[src/logic/fetch_pkg.sv]
package fetch_pkg;

    // fetch group and buffer sizing
    localparam int fetch_width  = 4;
    localparam int count_bits   = 3;   // holds 0..fetch_width
    localparam int buffer_depth = 8;
    localparam int spots_bits   = 4;   // holds 0..buffer_depth

    // prediction tables
    localparam int bht_entries = 64;
    localparam int btb_entries = 16;

    typedef logic [31:0] addr_t;
    typedef logic [31:0] inst_t;
    typedef logic [1:0]  counter_t;   // msb set means taken

    localparam counter_t weakly_not_taken = 2'b01;

    // rv32 major opcodes that change control flow
    localparam logic [6:0] op_branch = 7'b1100011;
    localparam logic [6:0] op_jal    = 7'b1101111;
    localparam logic [6:0] op_jalr   = 7'b1100111;

    // one slot of the instruction buffer
    typedef struct packed {
        addr_t    pc;
        inst_t    inst;
        logic     predicted_taken;
        addr_t    predicted_pc;
        logic     is_jump;
        counter_t counter;
    } fetch_entry_t;

endpackage

[src/logic/branch_predictor.sv]
`timescale 1ns/1ps

module branch_predictor (
    input  logic                                              clock,
    input  logic                                              reset,
    input  fetch_pkg::addr_t    [fetch_pkg::fetch_width-1:0]  lookup_pc,
    output logic                [fetch_pkg::fetch_width-1:0]  taken,
    output fetch_pkg::counter_t [fetch_pkg::fetch_width-1:0]  counter,
    input  logic                                              update_valid,
    input  fetch_pkg::addr_t                                  update_pc,
    input  logic                                              update_taken
);

    import fetch_pkg::*;

    typedef logic [$clog2(bht_entries)-1:0] index_t;

    counter_t counters [bht_entries];
    index_t   update_index;
    counter_t update_value;

    // word aligned, so index starts above bit 2
    assign update_index = update_pc[2 +: $clog2(bht_entries)];
    assign update_value = counters[update_index];

    always_comb begin
        for (int i = 0; i < fetch_width; i++) begin
            counter[i] = counters[index_t'(lookup_pc[i][2 +: $clog2(bht_entries)])];
            taken[i]   = counter[i][1];
        end
    end

    always_ff @(posedge clock) begin
        if (reset) begin
            for (int i = 0; i < bht_entries; i++) begin
                counters[i] <= weakly_not_taken;
            end
        end else if (update_valid) begin
            if (update_taken) begin
                if (update_value != 2'b11) begin
                    counters[update_index] <= update_value + 2'd1;   // saturate at 3
                end
            end else if (update_value != 2'b00) begin
                counters[update_index] <= update_value - 2'd1;       // saturate at 0
            end
        end
    end

endmodule

[config.mk]
export PLATFORM = sky130hd
export DESIGN_NAME = branch_predictor
export DESIGN_NICKNAME = d
export VERILOG_FILES = /design/src/logic/fetch_pkg.sv /design/src/logic/branch_predictor.sv
export SDC_FILE = /design/constraint.sdc
export NUM_CORES = 1
export LEC_CHECK = 0
export BUFFER_PORTS_ARGS = -buffer_cell sky130_fd_sc_hd__clkbuf_2
export CORE_UTILIZATION = 50
export CTS_BUF_LIST = sky130_fd_sc_hd__clkbuf_4
export DETAILED_ROUTE_END_ITERATION = 12
export GPL_TIMING_DRIVEN = 0
export HOLD_SLACK_MARGIN = 0.05
export PLACE_DENSITY = 0.76
export SETUP_SLACK_MARGIN = 0.02
export SYNTH_ARGS = -nofsm -noshare
export SYNTH_HDL_FRONTEND = slang
export SYNTH_SLANG_ARGS = --single-unit
[constraint.sdc]
create_clock -name clock -period 6.3 [get_ports clock]
set_input_delay 0.63 -clock clock [delete_from_list [all_inputs] [get_ports clock]]
set_output_delay 0.63 -clock clock [all_outputs]
set_load 0.02 [all_outputs]
==> impl_results.md <==
* Status: complete, no violations
* Footprint of the multi-input gates at 6450 µm²
* RSZ-0062 raised after global routing: no
* Register area share after synthesis at 35.7%
* Clock skew at 0.0157 ns
* Max Root-Sink Buffers at 2
* Main synth FF type: edfxtp_1
* Combinational family with the most area after synthesis: multiplexers
* CTS Buf Count at 17
* Total Power at 2.14 mW
* Initial Utilization at 51.1%
* Min Clock Period, post-route at 4.56 ns
* Largest area contributor in the synthesized netlist: edfxtp_1
* Design Area, Final at 11600 µm²
* Post-CTS Hold Fix Bufs at 0
* Nets at 1009
* Post-synthesis cell type count at 58
* CP max-delay cell: o21ai_0
* IO buf count at 32
* Yosys reg bits at 128
* Tightest Hold Check Type: primary input to flip-flop
* EDFF count, synth at 128
* Post-Synth XOR/XNOR Area at 0.151%
* Vias in the first global route at 8716
* Total of max-cap violations at 0
* Iter 0 DRT Violations at 1464
* Fillers at 1727
* Setup Buffers After CTS at 0
* Final Setup Violations at 0
* Syn-to-layout area delta at 8.00%
* Largest net degree at the start of global routing at 17
* Pins Over Slew Limit at 0
* CTS tree: built
* Die width at 149 µm
* Worst-Skew Late Latency at 0.55 ns
* Top flop regs: counters: 128 flops
* Average vias per placed instance at 8.04
* CTS Sinks at 128
* WHS at 0.656 ns
* Top reg by flops: counters
* F_max at 219 MHz
* Reg area at 3840 µm²
* Most used cell, CP: buf_2
* Least-Margin Pin Slew at 1.44 ns
* Setup TNS at 0 ns
* Clock-pin slew on the worst setup and hold paths at 0.12 ns
* Post-CTS sizing at 0
* Fin crit share at 72.4%
* Ranking of synthesized cells by area: edfxtp_1 36%, mux4_2 36%, nor3_2 5.6%
* Synth cell count leaders: 170 x mux4_2, 128 x edfxtp_1, 82 x nand2_1, 60 x nor3_2, 55 x o21ai_0
* DIE AREA at 22100 µm²
* CP bufs+invs at 4
* Post-Syn Nets at 958
* PD cells at 184 nW/µm²
* Post-synthesis compound-gate area fraction at 7.37%
* Cell Rows at 53
* Async set-reset flop share out of synthesis at 0%
* H-tree levels at 4
* Final Hold Vio Count at 0
* ANT nets after route at 0
* Share of the synthesized area in the top cell type at 35.7%
* CP endpoint kind: flip-flop
* Mean post-synth cell area at 13.6 µm²
* Router iterations before antenna repair at 6
* Most common cell in the netlist: mux4_2
* Crit-path cells: clkbuf_2, buf_2, buf_2, nor3_1, a22o_1, o31ai_1, nand3_1, nor4_4, or3_1, buf_2, nand4_1, o21ai_0
* Crit path DAT at 4.78 ns
* Critical path peak fanout at 10
* First-pass GRT wire length at 58800 µm
* Tot GR Track Use at 38.5%
* Crit path largest cell delay at 0.64 ns
* Mapped Area at 10800 µm²
* Synth Area in Adders at 0%
* Max VDD drop at 0.126 mV
* # DRC at 0
* Routed len/inst at 36.3 µm
* Core Box Area at 21100 µm²
* Root buf cell: clkbuf_4
* Drt total wl at 41100 µm
* Post-Synth Simple-Gate Area at 13.8%
* Final GP Congestion at 1.01
* Mux cell area share after synthesis at 38.5%
* Final core utilization at 55.2%
* WP data required at 6.52 ns
* HPWL Detailed at 31100 µm
* Crit-path leading delay family: simple AND/OR/NAND/NOR gates
* Ys Warns at 0
* Layout cells sized above 1 at 39.3%
* Kind of critical path: primary input to flip-flop
* CP Launch Type: primary input
* Die height at 149 µm
* Rel. slew slack at 3.80%
* Post-DP Area at 11300 µm²
* Mapped Cells at 794
* # IOs at 176
* Number of antenna violations at the first check in global routing at 2
* Largest register FFs at 128
* Total number of vias at 9120
* GRT Residual Overflow at 0
* Static Leak at 3.26 nW
-- worst register-to-register path: cells and delay by family, from the launching register on --
kind	cells	cell delay [ns]
and+or+nand+nor	4	1.67
DFF	1	0.52
muxes	1	0.18
AOI/OAI and AO/OA	3	1.31
buffers and inverters	1	0.17
-- stage by stage --
stage                     cells  worst slack (ns)
after floorplan             794              2.52
after detailed placement   1101              1.29
after CTS                  1133              1.88
after global routing       1134              1.86
after global placement     1101              1.30
final                      1134              1.74
-- path summary, 6_finish.rpt --
check / startpoint / to / slack, ns / cells past startpoint
max reg2reg: counters[62][1] / counters[26][1] / 2.12 / 9
min: update_pc[6] / counters[48][0] / 0.66 / 4
min reg2reg: counters[0][1] / counters[1][1] / 1.75 / 6
max: update_pc[4] / counters[26][1] / 1.74 / 12
-- layer usage --
metal	up-vias	wire, µm	global-route usage, %
met5	-	13	0
met4	2	2430	19.9
met3	199	7190	12.0
met2	1023	18500	58.3
met1	4467	13100	50.1
li1	3429	-	-
-- placed cells by master (no fill, tap or decap), types with 9 or more instances in the layout --
cell type and count:
nor3_2 60, clkbuf_4 18, o21ai_1 15, clkbuf_2 32
clkbuf_1 50, mux2i_1 26, buf_6 9, nand4_1 11
nor2_1 16, o22ai_1 12, nand3b_1 10, buf_2 13
o21ai_0 55, buf_1 18, edfxtp_1 128, a21oi_1 11
mux4_2 170, nand3_1 9, nand2_1 82
-- cells by family after synthesis --
group,Yosys count
muxes,201
and+or+nand+nor,233
DFF,128
buffers and inverters,103
xor gates and xnor gates,1
AOI/OAI and AO/OA,128
-- report_power, final --
part           switching [mW]  internal (mW)  leakage, nW  total, mW
Combinational           0.274          0.192         1.96      0.466
Sequential             0.0392          0.953         1.12      0.993
Clock                   0.322          0.358        0.172      0.680
-- area by class of cell --
cell class	count	share of cell area [%]
diodes	1	0.0215
plain buffers	95	3.94
clock buffers	18	1.16
clock inverters	14	1.85
inverters	8	0.258
multi-input cells	563	55.4
flip-flops and latches	128	33.0
well taps	275	2.96
repair buffers	32	1.38
Power figures use the tool's default switching activity.
