<file path="src/logic/fetch_pkg.sv">
package fetch_pkg;

    // fetch group and buffer sizing
    localparam int fetch_width  = 4;
    localparam int count_bits   = 3;   // holds 0..fetch_width
    localparam int buffer_depth = 8;
    localparam int spots_bits   = 4;   // holds 0..buffer_depth

    // prediction tables
    localparam int bht_entries = 64;
    localparam int btb_entries = 16;

    typedef logic [31:0] addr_t;
    typedef logic [31:0] inst_t;
    typedef logic [1:0]  counter_t;   // msb set means taken

    localparam counter_t weakly_not_taken = 2'b01;

    // rv32 major opcodes that change control flow
    localparam logic [6:0] op_branch = 7'b1100011;
    localparam logic [6:0] op_jal    = 7'b1101111;
    localparam logic [6:0] op_jalr   = 7'b1100111;

    // one slot of the instruction buffer
    typedef struct packed {
        addr_t    pc;
        inst_t    inst;
        logic     predicted_taken;
        addr_t    predicted_pc;
        logic     is_jump;
        counter_t counter;
    } fetch_entry_t;

endpackage

</file>
<file path="src/logic/fetch_stage.sv">
`timescale 1ns/1ps

module fetch_stage (
    input  logic                                              clock,
    input  logic                                              reset,
    output fetch_pkg::addr_t    [fetch_pkg::fetch_width-1:0]  lane_pc,
    input  fetch_pkg::inst_t    [fetch_pkg::fetch_width-1:0]  cache_inst,
    input  logic                [fetch_pkg::fetch_width-1:0]  cache_miss,
    input  logic                [fetch_pkg::fetch_width-1:0]  pred_taken,
    input  fetch_pkg::counter_t [fetch_pkg::fetch_width-1:0]  pred_counter,
    input  logic                [fetch_pkg::fetch_width-1:0]  btb_hit,
    input  fetch_pkg::addr_t    [fetch_pkg::fetch_width-1:0]  btb_target,
    input  logic                [fetch_pkg::spots_bits-1:0]   free_spots,
    input  logic                                              restore_valid,
    input  fetch_pkg::addr_t                                  restore_pc,
    output logic                [fetch_pkg::count_bits-1:0]   enq_count,
    output fetch_pkg::addr_t    [fetch_pkg::fetch_width-1:0]  enq_pc,
    output fetch_pkg::inst_t    [fetch_pkg::fetch_width-1:0]  enq_inst,
    output logic                [fetch_pkg::fetch_width-1:0]  enq_predicted_taken,
    output fetch_pkg::addr_t    [fetch_pkg::fetch_width-1:0]  enq_predicted_pc,
    output logic                [fetch_pkg::fetch_width-1:0]  enq_is_jump,
    output fetch_pkg::counter_t [fetch_pkg::fetch_width-1:0]  enq_counter
);

    import fetch_pkg::*;

    addr_t                  pc_reg;
    addr_t                  next_pc;
    logic [fetch_width-1:0] is_branch;
    logic [fetch_width-1:0] is_jump;
    logic [fetch_width-1:0] redirect;
    logic [count_bits-1:0]  miss_limit;      // lanes before the first miss
    logic [count_bits-1:0]  redirect_limit;  // lanes up to and including first redirect
    logic [count_bits-1:0]  group_count;

    // lane pcs and opcode decode
    always_comb begin
        for (int i = 0; i < fetch_width; i++) begin
            lane_pc[i]   = pc_reg + addr_t'(4 * i);
            is_branch[i] = cache_inst[i][6:0] == op_branch;
            is_jump[i]   = cache_inst[i][6:0] == op_jal || cache_inst[i][6:0] == op_jalr;
            // without a btb hit there is no target to steer to
            redirect[i]  = ((is_branch[i] && pred_taken[i]) || is_jump[i]) && btb_hit[i];
        end
    end

    // lowest lane wins, so scan from the top down
    always_comb begin
        miss_limit     = count_bits'(fetch_width);
        redirect_limit = count_bits'(fetch_width);
        for (int i = fetch_width - 1; i >= 0; i--) begin
            if (cache_miss[i]) begin
                miss_limit = count_bits'(i);
            end
            if (redirect[i]) begin
                redirect_limit = count_bits'(i + 1);
            end
        end
    end

    assign group_count = (redirect_limit < miss_limit) ? redirect_limit : miss_limit;

    // never enqueue more than the buffer can take
    assign enq_count = (spots_bits'(group_count) > free_spots) ? count_bits'(free_spots)
                                                                : group_count;

    // entry fields for each lane
    always_comb begin
        for (int i = 0; i < fetch_width; i++) begin
            enq_pc[i]              = lane_pc[i];
            enq_inst[i]            = cache_inst[i];
            enq_predicted_taken[i] = redirect[i];
            enq_predicted_pc[i]    = redirect[i] ? btb_target[i] : lane_pc[i] + addr_t'(4);
            enq_is_jump[i]         = is_jump[i];
            enq_counter[i]         = pred_counter[i];
        end
    end

    // next pc follows the last kept lane
    always_comb begin
        next_pc = pc_reg + (addr_t'(enq_count) << 2);   // zero count holds the pc
        for (int i = 0; i < fetch_width; i++) begin
            if (enq_count == count_bits'(i + 1) && redirect[i]) begin
                next_pc = btb_target[i];
            end
        end
    end

    always_ff @(posedge clock) begin
        if (reset) begin
            pc_reg <= '0;
        end else if (restore_valid) begin
            pc_reg <= restore_pc;   // resolution overrides the prediction
        end else begin
            pc_reg <= next_pc;
        end
    end

endmodule

</file>
<file path="config.mk">
export PLATFORM = sky130hd
export DESIGN_NAME = fetch_stage
export DESIGN_NICKNAME = d
export VERILOG_FILES = /design/src/logic/fetch_pkg.sv /design/src/logic/fetch_stage.sv
export SDC_FILE = /design/constraint.sdc
export NUM_CORES = 1
export LEC_CHECK = 0
export BUFFER_PORTS_ARGS = -buffer_cell sky130_fd_sc_hd__buf_2
export CORE_AREA = 2 2 334 336
export CTS_CLUSTER_SIZE = 20
export DETAILED_ROUTE_END_ITERATION = 7
export DIE_AREA = 0 0 336 338
export GPL_TIMING_DRIVEN = 0
export PLACE_DENSITY = 0.37
export SYNTH_ARGS = -nofsm -noshare
export SYNTH_HDL_FRONTEND = slang
export SYNTH_SLANG_ARGS = --single-unit
</file>
<file path="constraint.sdc">
create_clock -name clock -period 16.6 [get_ports clock]
set_clock_uncertainty 0.2 [all_clocks]
set_input_delay 3.32 -clock clock [delete_from_list [all_inputs] [get_ports clock]]
set_output_delay 3.32 -clock clock [all_outputs]
set_load 0.005 [all_outputs]
</file>
==> results of run 1 <==
[cells in the mapped netlist (3+ instances only)]
library cell  instances  area, um2
a21boi_0              4       30.0
a21o_1                4       30.0
a21oi_1              99        495
a221oi_1             21        184
a222oi_1              7       70.1
a31oi_1              29        181
a32o_1                4       40.0
a32oi_1               6       52.6
and2_1               24        150
and3_1               16        100
and4_1               15        131
and4b_1               4       40.0
buf_1                 8       30.0
buf_2                18       90.1
buf_4               279       2090
clkbuf_1             65        244
dfxtp_1              32        641
ha_1                 15        188
inv_1                69        259
inv_2                 3       11.3
mux2_2                5       56.3
nand2_1             177        664
nand2b_1              6       37.5
nand3_1              31        155
nand4_1              27        169
nand4_2               4       50.1
nor2_1              142        533
nor2b_1              13       81.3
nor3_1               39        195
nor4_1               24        150
nor4_2                5       62.6
nor4b_1               3       26.3
o2111ai_1             6       52.6
o211ai_1             32        240
o21a_1                3       22.5
o21ai_0              47        235
o21bai_1             26        195
o221a_2               5       56.3
o221ai_1              3       26.3
o31ai_1              20        150
or3_1                26        163
or4_1                14        105
xnor2_1             121       1060
xor2_1               33        289
[cells by family (layout without fill, tap and decap cells)]
| kind of cell | after synthesis | after routing | synth area share (%) |
|---|---|---|---|
| flops | 32 | 32 | 6.21 |
| simple gates | 585 | 585 | 28.9 |
| fa+ha+maj | 16 | 16 | 2.01 |
| xor+xnor | 155 | 155 | 13.2 |
| other cells | 0 | 10 | 0 |
| compound gates | 342 | 342 | 22.2 |
| buf+inv | 444 | 1188 | 26.6 |
| mux | 7 | 7 | 0.740 |
[worst max-delay path: stages]
cell and delay [ps]:
buf_2 110, and4b_1 280, o2111ai_2 500, inv_2 630, buf_1 1010, nor3_1 210
ha_1 370, o21ai_0 150, nand2b_1 160, a221oi_1 450, a31o_2 180, ha_1 250
nor2b_1 150, o31ai_1 320, nor2_1 190, a311oi_1 480, nor2_1 310, buf_2 240
[power groups by stage]
stage          Clock [mW]  Combinational (mW)  Sequential [mW]
6_report            0.115               0.415            0.100
5_1_grt             0.119               0.451            0.101
4_1_cts             0.121               0.424            0.101
3_5_place_dp            0               0.422            0.103
3_3_place_gp            0               0.423            0.103
2_1_floorplan           0               0.196           0.0916
[final cells by class]
cell class | instances | area [um2]
fill | 13000 | 94000
multi-input combinational | 1105 | 6940
timing repair buffer | 736 | 3680
buffer | 371 | 2470
tap | 1488 | 1860
sequential | 32 | 641
inverter | 73 | 274
clock buffer | 6 | 129
antenna | 10 | 25.0
clock inverter | 2 | 16.3
[worst paths after layout]
path,to,slack (ps)
setup / recovery,enq_count[1],3720
hold / removal,pc_reg[31]$_SDFF_PP0_,800
setup reg to reg,pc_reg[28]$_SDFF_PP0_,12400
hold reg to reg,pc_reg[31]$_SDFF_PP0_,800
[routing by layer]
| metal | share of wire [%] | track usage (%) | vias to the layer above |
|---|---|---|---|
| met5 | 0.32 | 0 | - |
| met3 | 9.5 | 6.53 | 122 |
| met1 | 41 | 22.6 | 7112 |
| met2 | 47 | 32.1 | 754 |
| met4 | 1.8 | 3.24 | 58 |
| li1 | - | - | 6774 |
[stage by stage]
| stage | instance area, um2 | util (%) | cells | hold WS, ps | setup WS [ps] |
|---|---|---|---|---|---|
| after floorplan | 10300 | - | 1581 | 565 | 6020 |
| final | 16000 | 14.6 | 3823 | 803 | 3720 |
| after global placement | 15900 | 14.4 | 3805 | 796 | 3370 |
| after global routing | 16000 | 14.6 | 3815 | 862 | 3290 |
| after CTS | 16000 | 14.6 | 3813 | 815 | 3590 |
| after detailed placement | 15900 | 14.4 | 3805 | 805 | 3610 |
==> results.json, run 1 <==
{
  "insertion_delay_ps": 350,
  "synth-edff-count": 0,
  "p_per_area_nw_per_um2": 39.3,
  "clk_path_buf_depth": 2,
  "drive_gt1_share_pct": 46.5,
  "path_class": "in -> out",
  "ys.warnings.count": 0,
  "core_um2": 110000,
  "ys_ff_latch": 32,
  "worstPathRequired_ps": 13080,
  "worstHoldPathCells": 4,
  "synthesis.nets": 1912,
  "cts_sinks": 32,
  "grt_pass1_wl_um": 139000,
  "die_w_um": 336,
  "rr_worst_depth": 10,
  "path_clk_slew_ps": 60,
  "layout.nets": 2655,
  "power_frac_seq_pct": 15.9,
  "die-area_um2": 114000,
  "yosysSeqAreaShare_pct": 6.21,
  "pwr-share-clk_pct": 18.2,
  "slew_headroom_pct": 2.11,
  "ios": 846,
  "switchingPower_uw": 307,
  "viasPerCell": 3.88,
  "rsz0062_at_grt": "no",
  "numCtsBuffers": 5,
  "syn_avg_cell_area_um2": 6.52,
  "grt_overflow": 0,
  "fmax_ghz": 0.0776,
  "async_flop_share_pct": 0,
  "cts_tree": "done",
  "fin_setup_tns_ps": 0,
  "worst_setup_path_end_kind": "output pin",
  "wl_um": 111000,
  "start_kind": "primary input",
  "p_comb_share_pct": 65.9,
  "violations": "capacitance limit",
  "areaGrowthSynthToFinish_pct": 55.6,
  "htree_levels": 2,
  "cts_resized": 0,
  "grt_max_degree": 14,
  "crit_arrival_ps": 9360,
  "netlist_instances": 1581,
  "hpwl_um": 97300,
  "dr.first_iter.drc_count": 1037,
  "routabilityCongestion": 0.908,
  "antenna_found_initial": 56,
  "grt_usage_pct": 18.7,
  "clock-root-buffer": "clkbuf_16",
  "netlist_area_um2": 10300,
  "rows": 122,
  "holdBufCountCts": 0,
  "min_from": "pc_reg[31]$_SDFF_PP0_",
  "drv_cap": 1,
  "intPower_uw": 324,
  "design_power_total_uw": 631,
  "final_common_cell": "buf_2",
  "worst_pin_slew_ps": 1450,
  "ys.flop_type": "dfxtp_1",
  "mostFrequentLayoutCells": "buf_2, buf_4, nand2_1, nor2_1, xnor2_1",
  "wl_per_cell_um": 29.1,
  "status": "finished with violations",
  "drc": 0,
  "synth.distinct_cells": 81,
  "p_sw_share_pct": 48.7,
  "largest_reg_flops": 32,
  "hold_viol": 0,
  "die_h_um": 338,
  "io_buffers": 736,
  "irDropWorstVdd_mv": 0.0294,
  "r2r-start": "pc_reg[3]$_SDFF_PP0_",
  "initial_core_util_pct": 9.37,
  "via_count": 14800,
  "hp-class": "reg -> reg",
  "p_leak_nw": 7.73,
  "postCtsSetupRepairBufs": 0,
  "grt_pass1_vias": 14000,
  "setup_viol": 0,
  "period_needed_ps": 12880,
  "startpoint": "cache_inst[36]",
  "period_share_pct": 77.6,
  "final_antenna_net_count": 0,
  "critPathMaxFanout": 11,
  "slew_violations": 0,
  "drt-pass1-iter-count": 8
}
Note: power is estimated with default switching activity, not from simulation.
==> run 2, diff against run 1 <==
--- a/config.mk
+++ b/config.mk
@@ -6,12 +6,12 @@
 export NUM_CORES = 1
 export LEC_CHECK = 0
 export BUFFER_PORTS_ARGS = -buffer_cell sky130_fd_sc_hd__buf_2
-export CORE_AREA = 2 2 334 336
+export CORE_AREA = 2 2 333 335
 export CTS_CLUSTER_SIZE = 20
 export DETAILED_ROUTE_END_ITERATION = 7
-export DIE_AREA = 0 0 336 338
+export DIE_AREA = 0 0 335 337
 export GPL_TIMING_DRIVEN = 0
-export PLACE_DENSITY = 0.37
+export PLACE_DENSITY = 0.38
 export SYNTH_ARGS = -nofsm -noshare
 export SYNTH_HDL_FRONTEND = slang
 export SYNTH_SLANG_ARGS = --single-unit
==> constraint.sdc (replaced) <==
create_clock -name clock -period 11.65 [get_ports clock]
set_clock_uncertainty 0.2 [all_clocks]
set_input_delay 2.33 -clock clock [delete_from_list [all_inputs] [get_ports clock]]
set_output_delay 2.33 -clock clock [all_outputs]
set_load 0.005 [all_outputs]
==> results.json, run 2 (synthesis gave the netlist of run 1 again) <==
{
  "largest_reg_flops": 32,
  "setup_viol": 0,
  "hold_viol": 0,
  "crit_path_max_incr_delay_ps": 820,
  "p_leak_nw": 7.76,
  "critPathMaxFanout": 10,
  "clock-root-buffer": "clkbuf_16",
  "die-area_um2": 113000,
  "worst-path-buf-inv": 4,
  "htree_levels": 2,
  "crit_arrival_ps": 8590,
  "slew_violations": 0,
  "path_cells": "buf_2 -> nor2b_1 -> o2111ai_1 -> clkinv_1 -> clkbuf_2 -> nor3_1 -> ha_1 -> o21ai_0 -> nand2b_1 -> a221oi_1 -> a31o_2 -> ha_1 -> nor2b_1 -> o31ai_1 -> nor2_1 -> a311oi_1 -> nor2_1 -> buf_2",
  "rows": 122,
  "io_buffers": 736,
  "worstPathRequired_ps": 9120,
  "path_clk_slew_ps": 80,
  "fin_setup_tns_ps": 0,
  "nFillCells": 12900,
  "irDropWorstVdd_mv": 0.0503,
  "grt_pass1_vias": 13900,
  "numCtsBuffers": 5,
  "dr.first_iter.drc_count": 1055,
  "grt_max_degree": 14,
  "drc": 0,
  "die_w_um": 335,
  "final_antenna_net_count": 0,
  "drv_cap": 0,
  "grt_overflow": 0,
  "grt_usage_pct": 18.6,
  "worst_pin_slew_ps": 1440,
  "utilization_pct": 14.6,
  "slew_headroom_pct": 4.30,
  "start_kind": "primary input",
  "wl_um": 110000,
  "antenna_found_initial": 55,
  "final_common_cell": "buf_2",
  "status": "complete, no violations",
  "p_per_area_nw_per_um2": 56.1,
  "initial_core_util_pct": 9.41,
  "drive_gt1_share_pct": 46.9,
  "path_class": "in -> out",
  "viasPerCell": 3.94,
  "cts_sinks": 32,
  "via_count": 14900,
  "cts_tree": "done",
  "areaGrowthSynthToFinish_pct": 55.4,
  "cp_top_family": "compound AO/OA/AOI/OAI gates",
  "layout.nets": 2657,
  "grt_pass1_wl_um": 138000,
  "core_um2": 110000,
  "ios": 846,
  "mostFrequentLayoutCells": "buf_2, buf_4, nand2_1, nor2_1, xnor2_1",
  "hp-class": "reg -> reg",
  "rsz0062_at_grt": "no",
  "fmax_ghz": 0.0899,
  "clk_path_buf_depth": 2,
  "insertion_delay_ps": 350,
  "crit_path_top_delay_cell": "o2111ai_1",
  "period_share_pct": 95.4,
  "routabilityCongestion": 0.913,
  "hpwl_um": 95500,
  "period_needed_ps": 11120,
  "holdWs_ps": 793,
  "worst_setup_path_end_kind": "output pin",
  "wl_per_cell_um": 29.3,
  "die_h_um": 337,
  "drt-pass1-iter-count": 7
}
run 2: cell types whose count changed in the layout (fill, tap and decap cells not counted), moves of 2 or more:
cell,delta
diode_2,+4
xnor2_1,-2
nor4_2,+2
nor4_1,-2
clkbuf_2,+2
xnor2_2,+2
clkbuf_1,-3
run 2: final timing paths:
kind / cells after the start / from / slack [ps] / endpoint
hold / removal: 4 / pc_reg[31]$_SDFF_PP0_ / 790 / pc_reg[31]$_SDFF_PP0_
hold reg to reg: 4 / pc_reg[31]$_SDFF_PP0_ / 790 / pc_reg[31]$_SDFF_PP0_
setup / recovery: 18 / pred_taken[2] / 530 / enq_count[1]
setup reg to reg: 10 / pc_reg[3]$_SDFF_PP0_ / 7510 / pc_reg[30]$_SDFF_PP0_
run 2: metal layers:
metal	wire length (um)	vias up	track usage, %	part of all wire [%]
li1	-	6775	-	-
met1	45000	7112	22.8	41
met2	52000	794	31.5	47
met3	10700	128	6.11	9.7
met4	2420	46	4.26	2.2
met5	273	-	0	0.25
run 2: where the power goes:
group / switching, mW / internal (mW)
sequential: 0.0251 / 0.118
clock: 0.0898 / 0.0789
combinational: 0.325 / 0.263
total: 0.440 / 0.459
run 2: cell type report:
cell class,instances,area (um2),area share (%)
Multi-Input combinational cell,1105,6970,43.5
Timing Repair Buffer,738,3700,23.1
Buffer,371,2470,15.4
Tap cell,1426,1780,11.1
Sequential cell,32,641,4.00
Inverter,73,274,1.71
Clock buffer,5,125,0.781
Antenna cell,14,35.0,0.219
Clock inverter,2,12.5,0.0781
run 2: worst reg2reg max path, cell delays in order, from the launching register on:
cell and delay (ps):
dfxtp_1 760, inv_1 420, fa_1 550, nor2b_1 180, o211a_1 440, nand2_1 400
nor4_1 340, xnor2_1 170, nand2_1 150, o211ai_1 230, a31oi_1 160
run 2: per-stage QoR:
step / instances / power, mW / worst slack [ps] / area [um2]
after detailed placement: 3745 / 0.742 / -113 / 15800
final: 3766 / 0.899 / 531 / 16000
after global routing: 3754 / 0.959 / 1.86 / 16000
after floorplan: 1581 / 0.410 / 3050 / 10300
after CTS: 3752 / 0.920 / 262 / 16000
after global placement: 3743 / 0.743 / -449 / 15800
run 2: timing repair:
item	in CTS	in global routing
buffers inserted	0	0
endpoints found under the setup margin	0	2
hold buffers	0	0
gates resized for setup	0	2
endpoints found under the hold margin	0	0
==> run 3, diff against run 2 <==
--- a/config.mk
+++ b/config.mk
@@ -6,10 +6,10 @@
 export NUM_CORES = 1
 export LEC_CHECK = 0
 export BUFFER_PORTS_ARGS = -buffer_cell sky130_fd_sc_hd__buf_2
-export CORE_AREA = 2 2 333 335
+export CORE_AREA = 2 2 329 331
 export CTS_CLUSTER_SIZE = 20
 export DETAILED_ROUTE_END_ITERATION = 7
-export DIE_AREA = 0 0 335 337
+export DIE_AREA = 0 0 331 333
 export GPL_TIMING_DRIVEN = 0
 export PLACE_DENSITY = 0.38
 export SYNTH_ARGS = -nofsm -noshare
==> results.json, run 3 (synthesis gave the netlist of run 1 again) <==
{
  "period_needed_ps": 11100,
  "pre_cts_slack_ps": -40.5,
  "rows": 120,
  "hp-class": "reg -> reg",
  "grt_usage_pct": 19.0,
  "start_kind": "primary input",
  "p_per_area_nw_per_um2": 57.3,
  "hold_viol": 0,
  "placed_cells": 3724,
  "routabilityCongestion": 0.921,
  "critPathMaxFanout": 10,
  "wl_um": 110000,
  "final_common_cell": "buf_2",
  "wl_per_cell_um": 29.3,
  "power_frac_seq_pct": 15.5,
  "dr.first_iter.drc_count": 1039,
  "postCtsSetupRepairBufs": 0,
  "die-area_um2": 110000,
  "viasPerCell": 4.00,
  "p_leak_nw": 7.77,
  "insertion_delay_ps": 350,
  "drive_gt1_share_pct": 46.8,
  "worst_setup_path_end_kind": "output pin",
  "p_comb_share_pct": 64.2,
  "mostFrequentLayoutCells": "buf_2, buf_4, nand2_1, nor2_1, xnor2_1",
  "crit_path_max_incr_delay_ps": 910,
  "clk_path_buf_depth": 2,
  "hpwl_um": 95000,
  "status": "complete, no violations",
  "final_antenna_net_count": 0,
  "worst-path-buf-inv": 4,
  "antenna_found_initial": 58,
  "fin_ws_ps": 553,
  "period_share_pct": 95.3,
  "p_sw_share_pct": 48.5,
  "crit_path_top_delay_cell": "o2111ai_1",
  "core_um2": 107000,
  "htree_levels": 2,
  "die_h_um": 333,
  "pwr-share-clk_pct": 20.4,
  "crit_arrival_ps": 8570,
  "intPower_uw": 472,
  "slew_violations": 0,
  "drc": 0,
  "grt_overflow": 0,
  "die_w_um": 331,
  "irDropWorstVdd_mv": 0.0577,
  "drv_cap": 0,
  "drt-pass1-iter-count": 6,
  "cts_sinks": 32,
  "ios": 846,
  "layout.nets": 2660,
  "cp_top_family": "compound AO/OA/AOI/OAI gates",
  "largest_reg_flops": 32,
  "grt_pass1_vias": 14200,
  "nFillCells": 12600,
  "slew_headroom_pct": 8.01,
  "path_cells": "buf_2 -> nor2b_1 -> o2111ai_1 -> clkinvlp_4 -> clkbuf_2 -> nor3_1 -> ha_1 -> o21ai_0 -> o2111ai_1 -> a221oi_1 -> a31o_2 -> ha_1 -> nor2b_1 -> o31ai_1 -> nor2_1 -> a311oi_1 -> nor2_1 -> buf_2",
  "via_count": 15000,
  "grt_max_degree": 14,
  "areaGrowthSynthToFinish_pct": 55.3,
  "fmax_ghz": 0.0901,
  "path_clk_slew_ps": 100,
  "worstPathRequired_ps": 9120,
  "io_buffers": 736,
  "clock-root-buffer": "clkbuf_16",
  "initial_core_util_pct": 9.67,
  "cts_tree": "done",
  "worst_pin_slew_ps": 1380,
  "numCtsBuffers": 5,
  "path_class": "in -> out",
  "rsz0062_at_grt": "no",
  "setup_viol": 0,
  "fin_cells": 3739,
  "switchingPower_uw": 445,
  "grt_pass1_wl_um": 138000
}
## run 3: changes by cell type in the layout (fill, tap and decap cells not counted), moves of 2 or more
cell      previous run  this run
diode_2             14         7
clkbuf_8             0         2
buf_4              280       282
xnor2_1            119       121
clkbuf_2             3         1
clkbuf_1            62        64
xnor2_2              2         0
## run 3: layout make-up
type,instances,area [um2],area share (%)
antenna,7,17.5,0.109
buffer,371,2470,15.4
clock buffer,7,153,0.953
inverter,73,278,1.74
multi-input combinational,1105,6960,43.5
sequential,32,641,4.00
tap,1403,1760,11.0
timing repair buffer,741,3730,23.3
## run 3: routing by layer
layer  up-vias  wire length (um)  track usage (%)
met5         -               409                0
met1      7219             45000             23.1
met4        66              3020             4.99
met2       780             51400             31.8
li1       6756                 -                -
met3       153              9740             6.11
## run 3: worst paths after layout
check,start,slack [ps],depth (start not counted),endpoint
max,pred_taken[2],550,18,enq_count[1]
min,pc_reg[31]$_SDFF_PP0_,800,4,pc_reg[31]$_SDFF_PP0_
max reg2reg,pc_reg[3]$_SDFF_PP0_,7570,10,pc_reg[30]$_SDFF_PP0_
min reg2reg,pc_reg[31]$_SDFF_PP0_,800,4,pc_reg[31]$_SDFF_PP0_
## run 3: what timing repair did
action                                  in CTS  in global routing
hold buffers                                 0                  0
endpoints found under the setup margin       0                  2
resized for setup                            0                  2
## run 3: power by group through the flow
stage                     clock network, mW  registers [mW]  logic, mW
after floorplan                           0           0.130      0.280
after global placement                    0           0.145      0.597
after detailed placement                  0           0.145      0.596
after CTS                             0.190           0.143      0.599
after global routing                  0.189           0.143      0.640
final                                 0.187           0.142      0.588
## run 3: metrics by stage
step           total power, mW  area (um2)  setup TNS (ps)  util [%]  hold WS, ps
2_1_floorplan            0.410       10300               0         -          565
3_3_place_gp             0.742       15700            -116      14.8          788
3_5_place_dp             0.741       15800           -40.5      14.8          798
4_1_cts                  0.931       16000               0      15.0          811
5_1_grt                  0.972       16000               0      15.0          880
6_report                 0.917       16000               0      15.0          804
## run 3: worst register-to-register path: cells and delay by family (launching register included)
kind            cells  cell delay [ps]
compound gates      3              740
fa+ha+maj           1              550
buf+inv             1              420
xor+xnor            1              200
flops               1              740
simple gates        4             1110
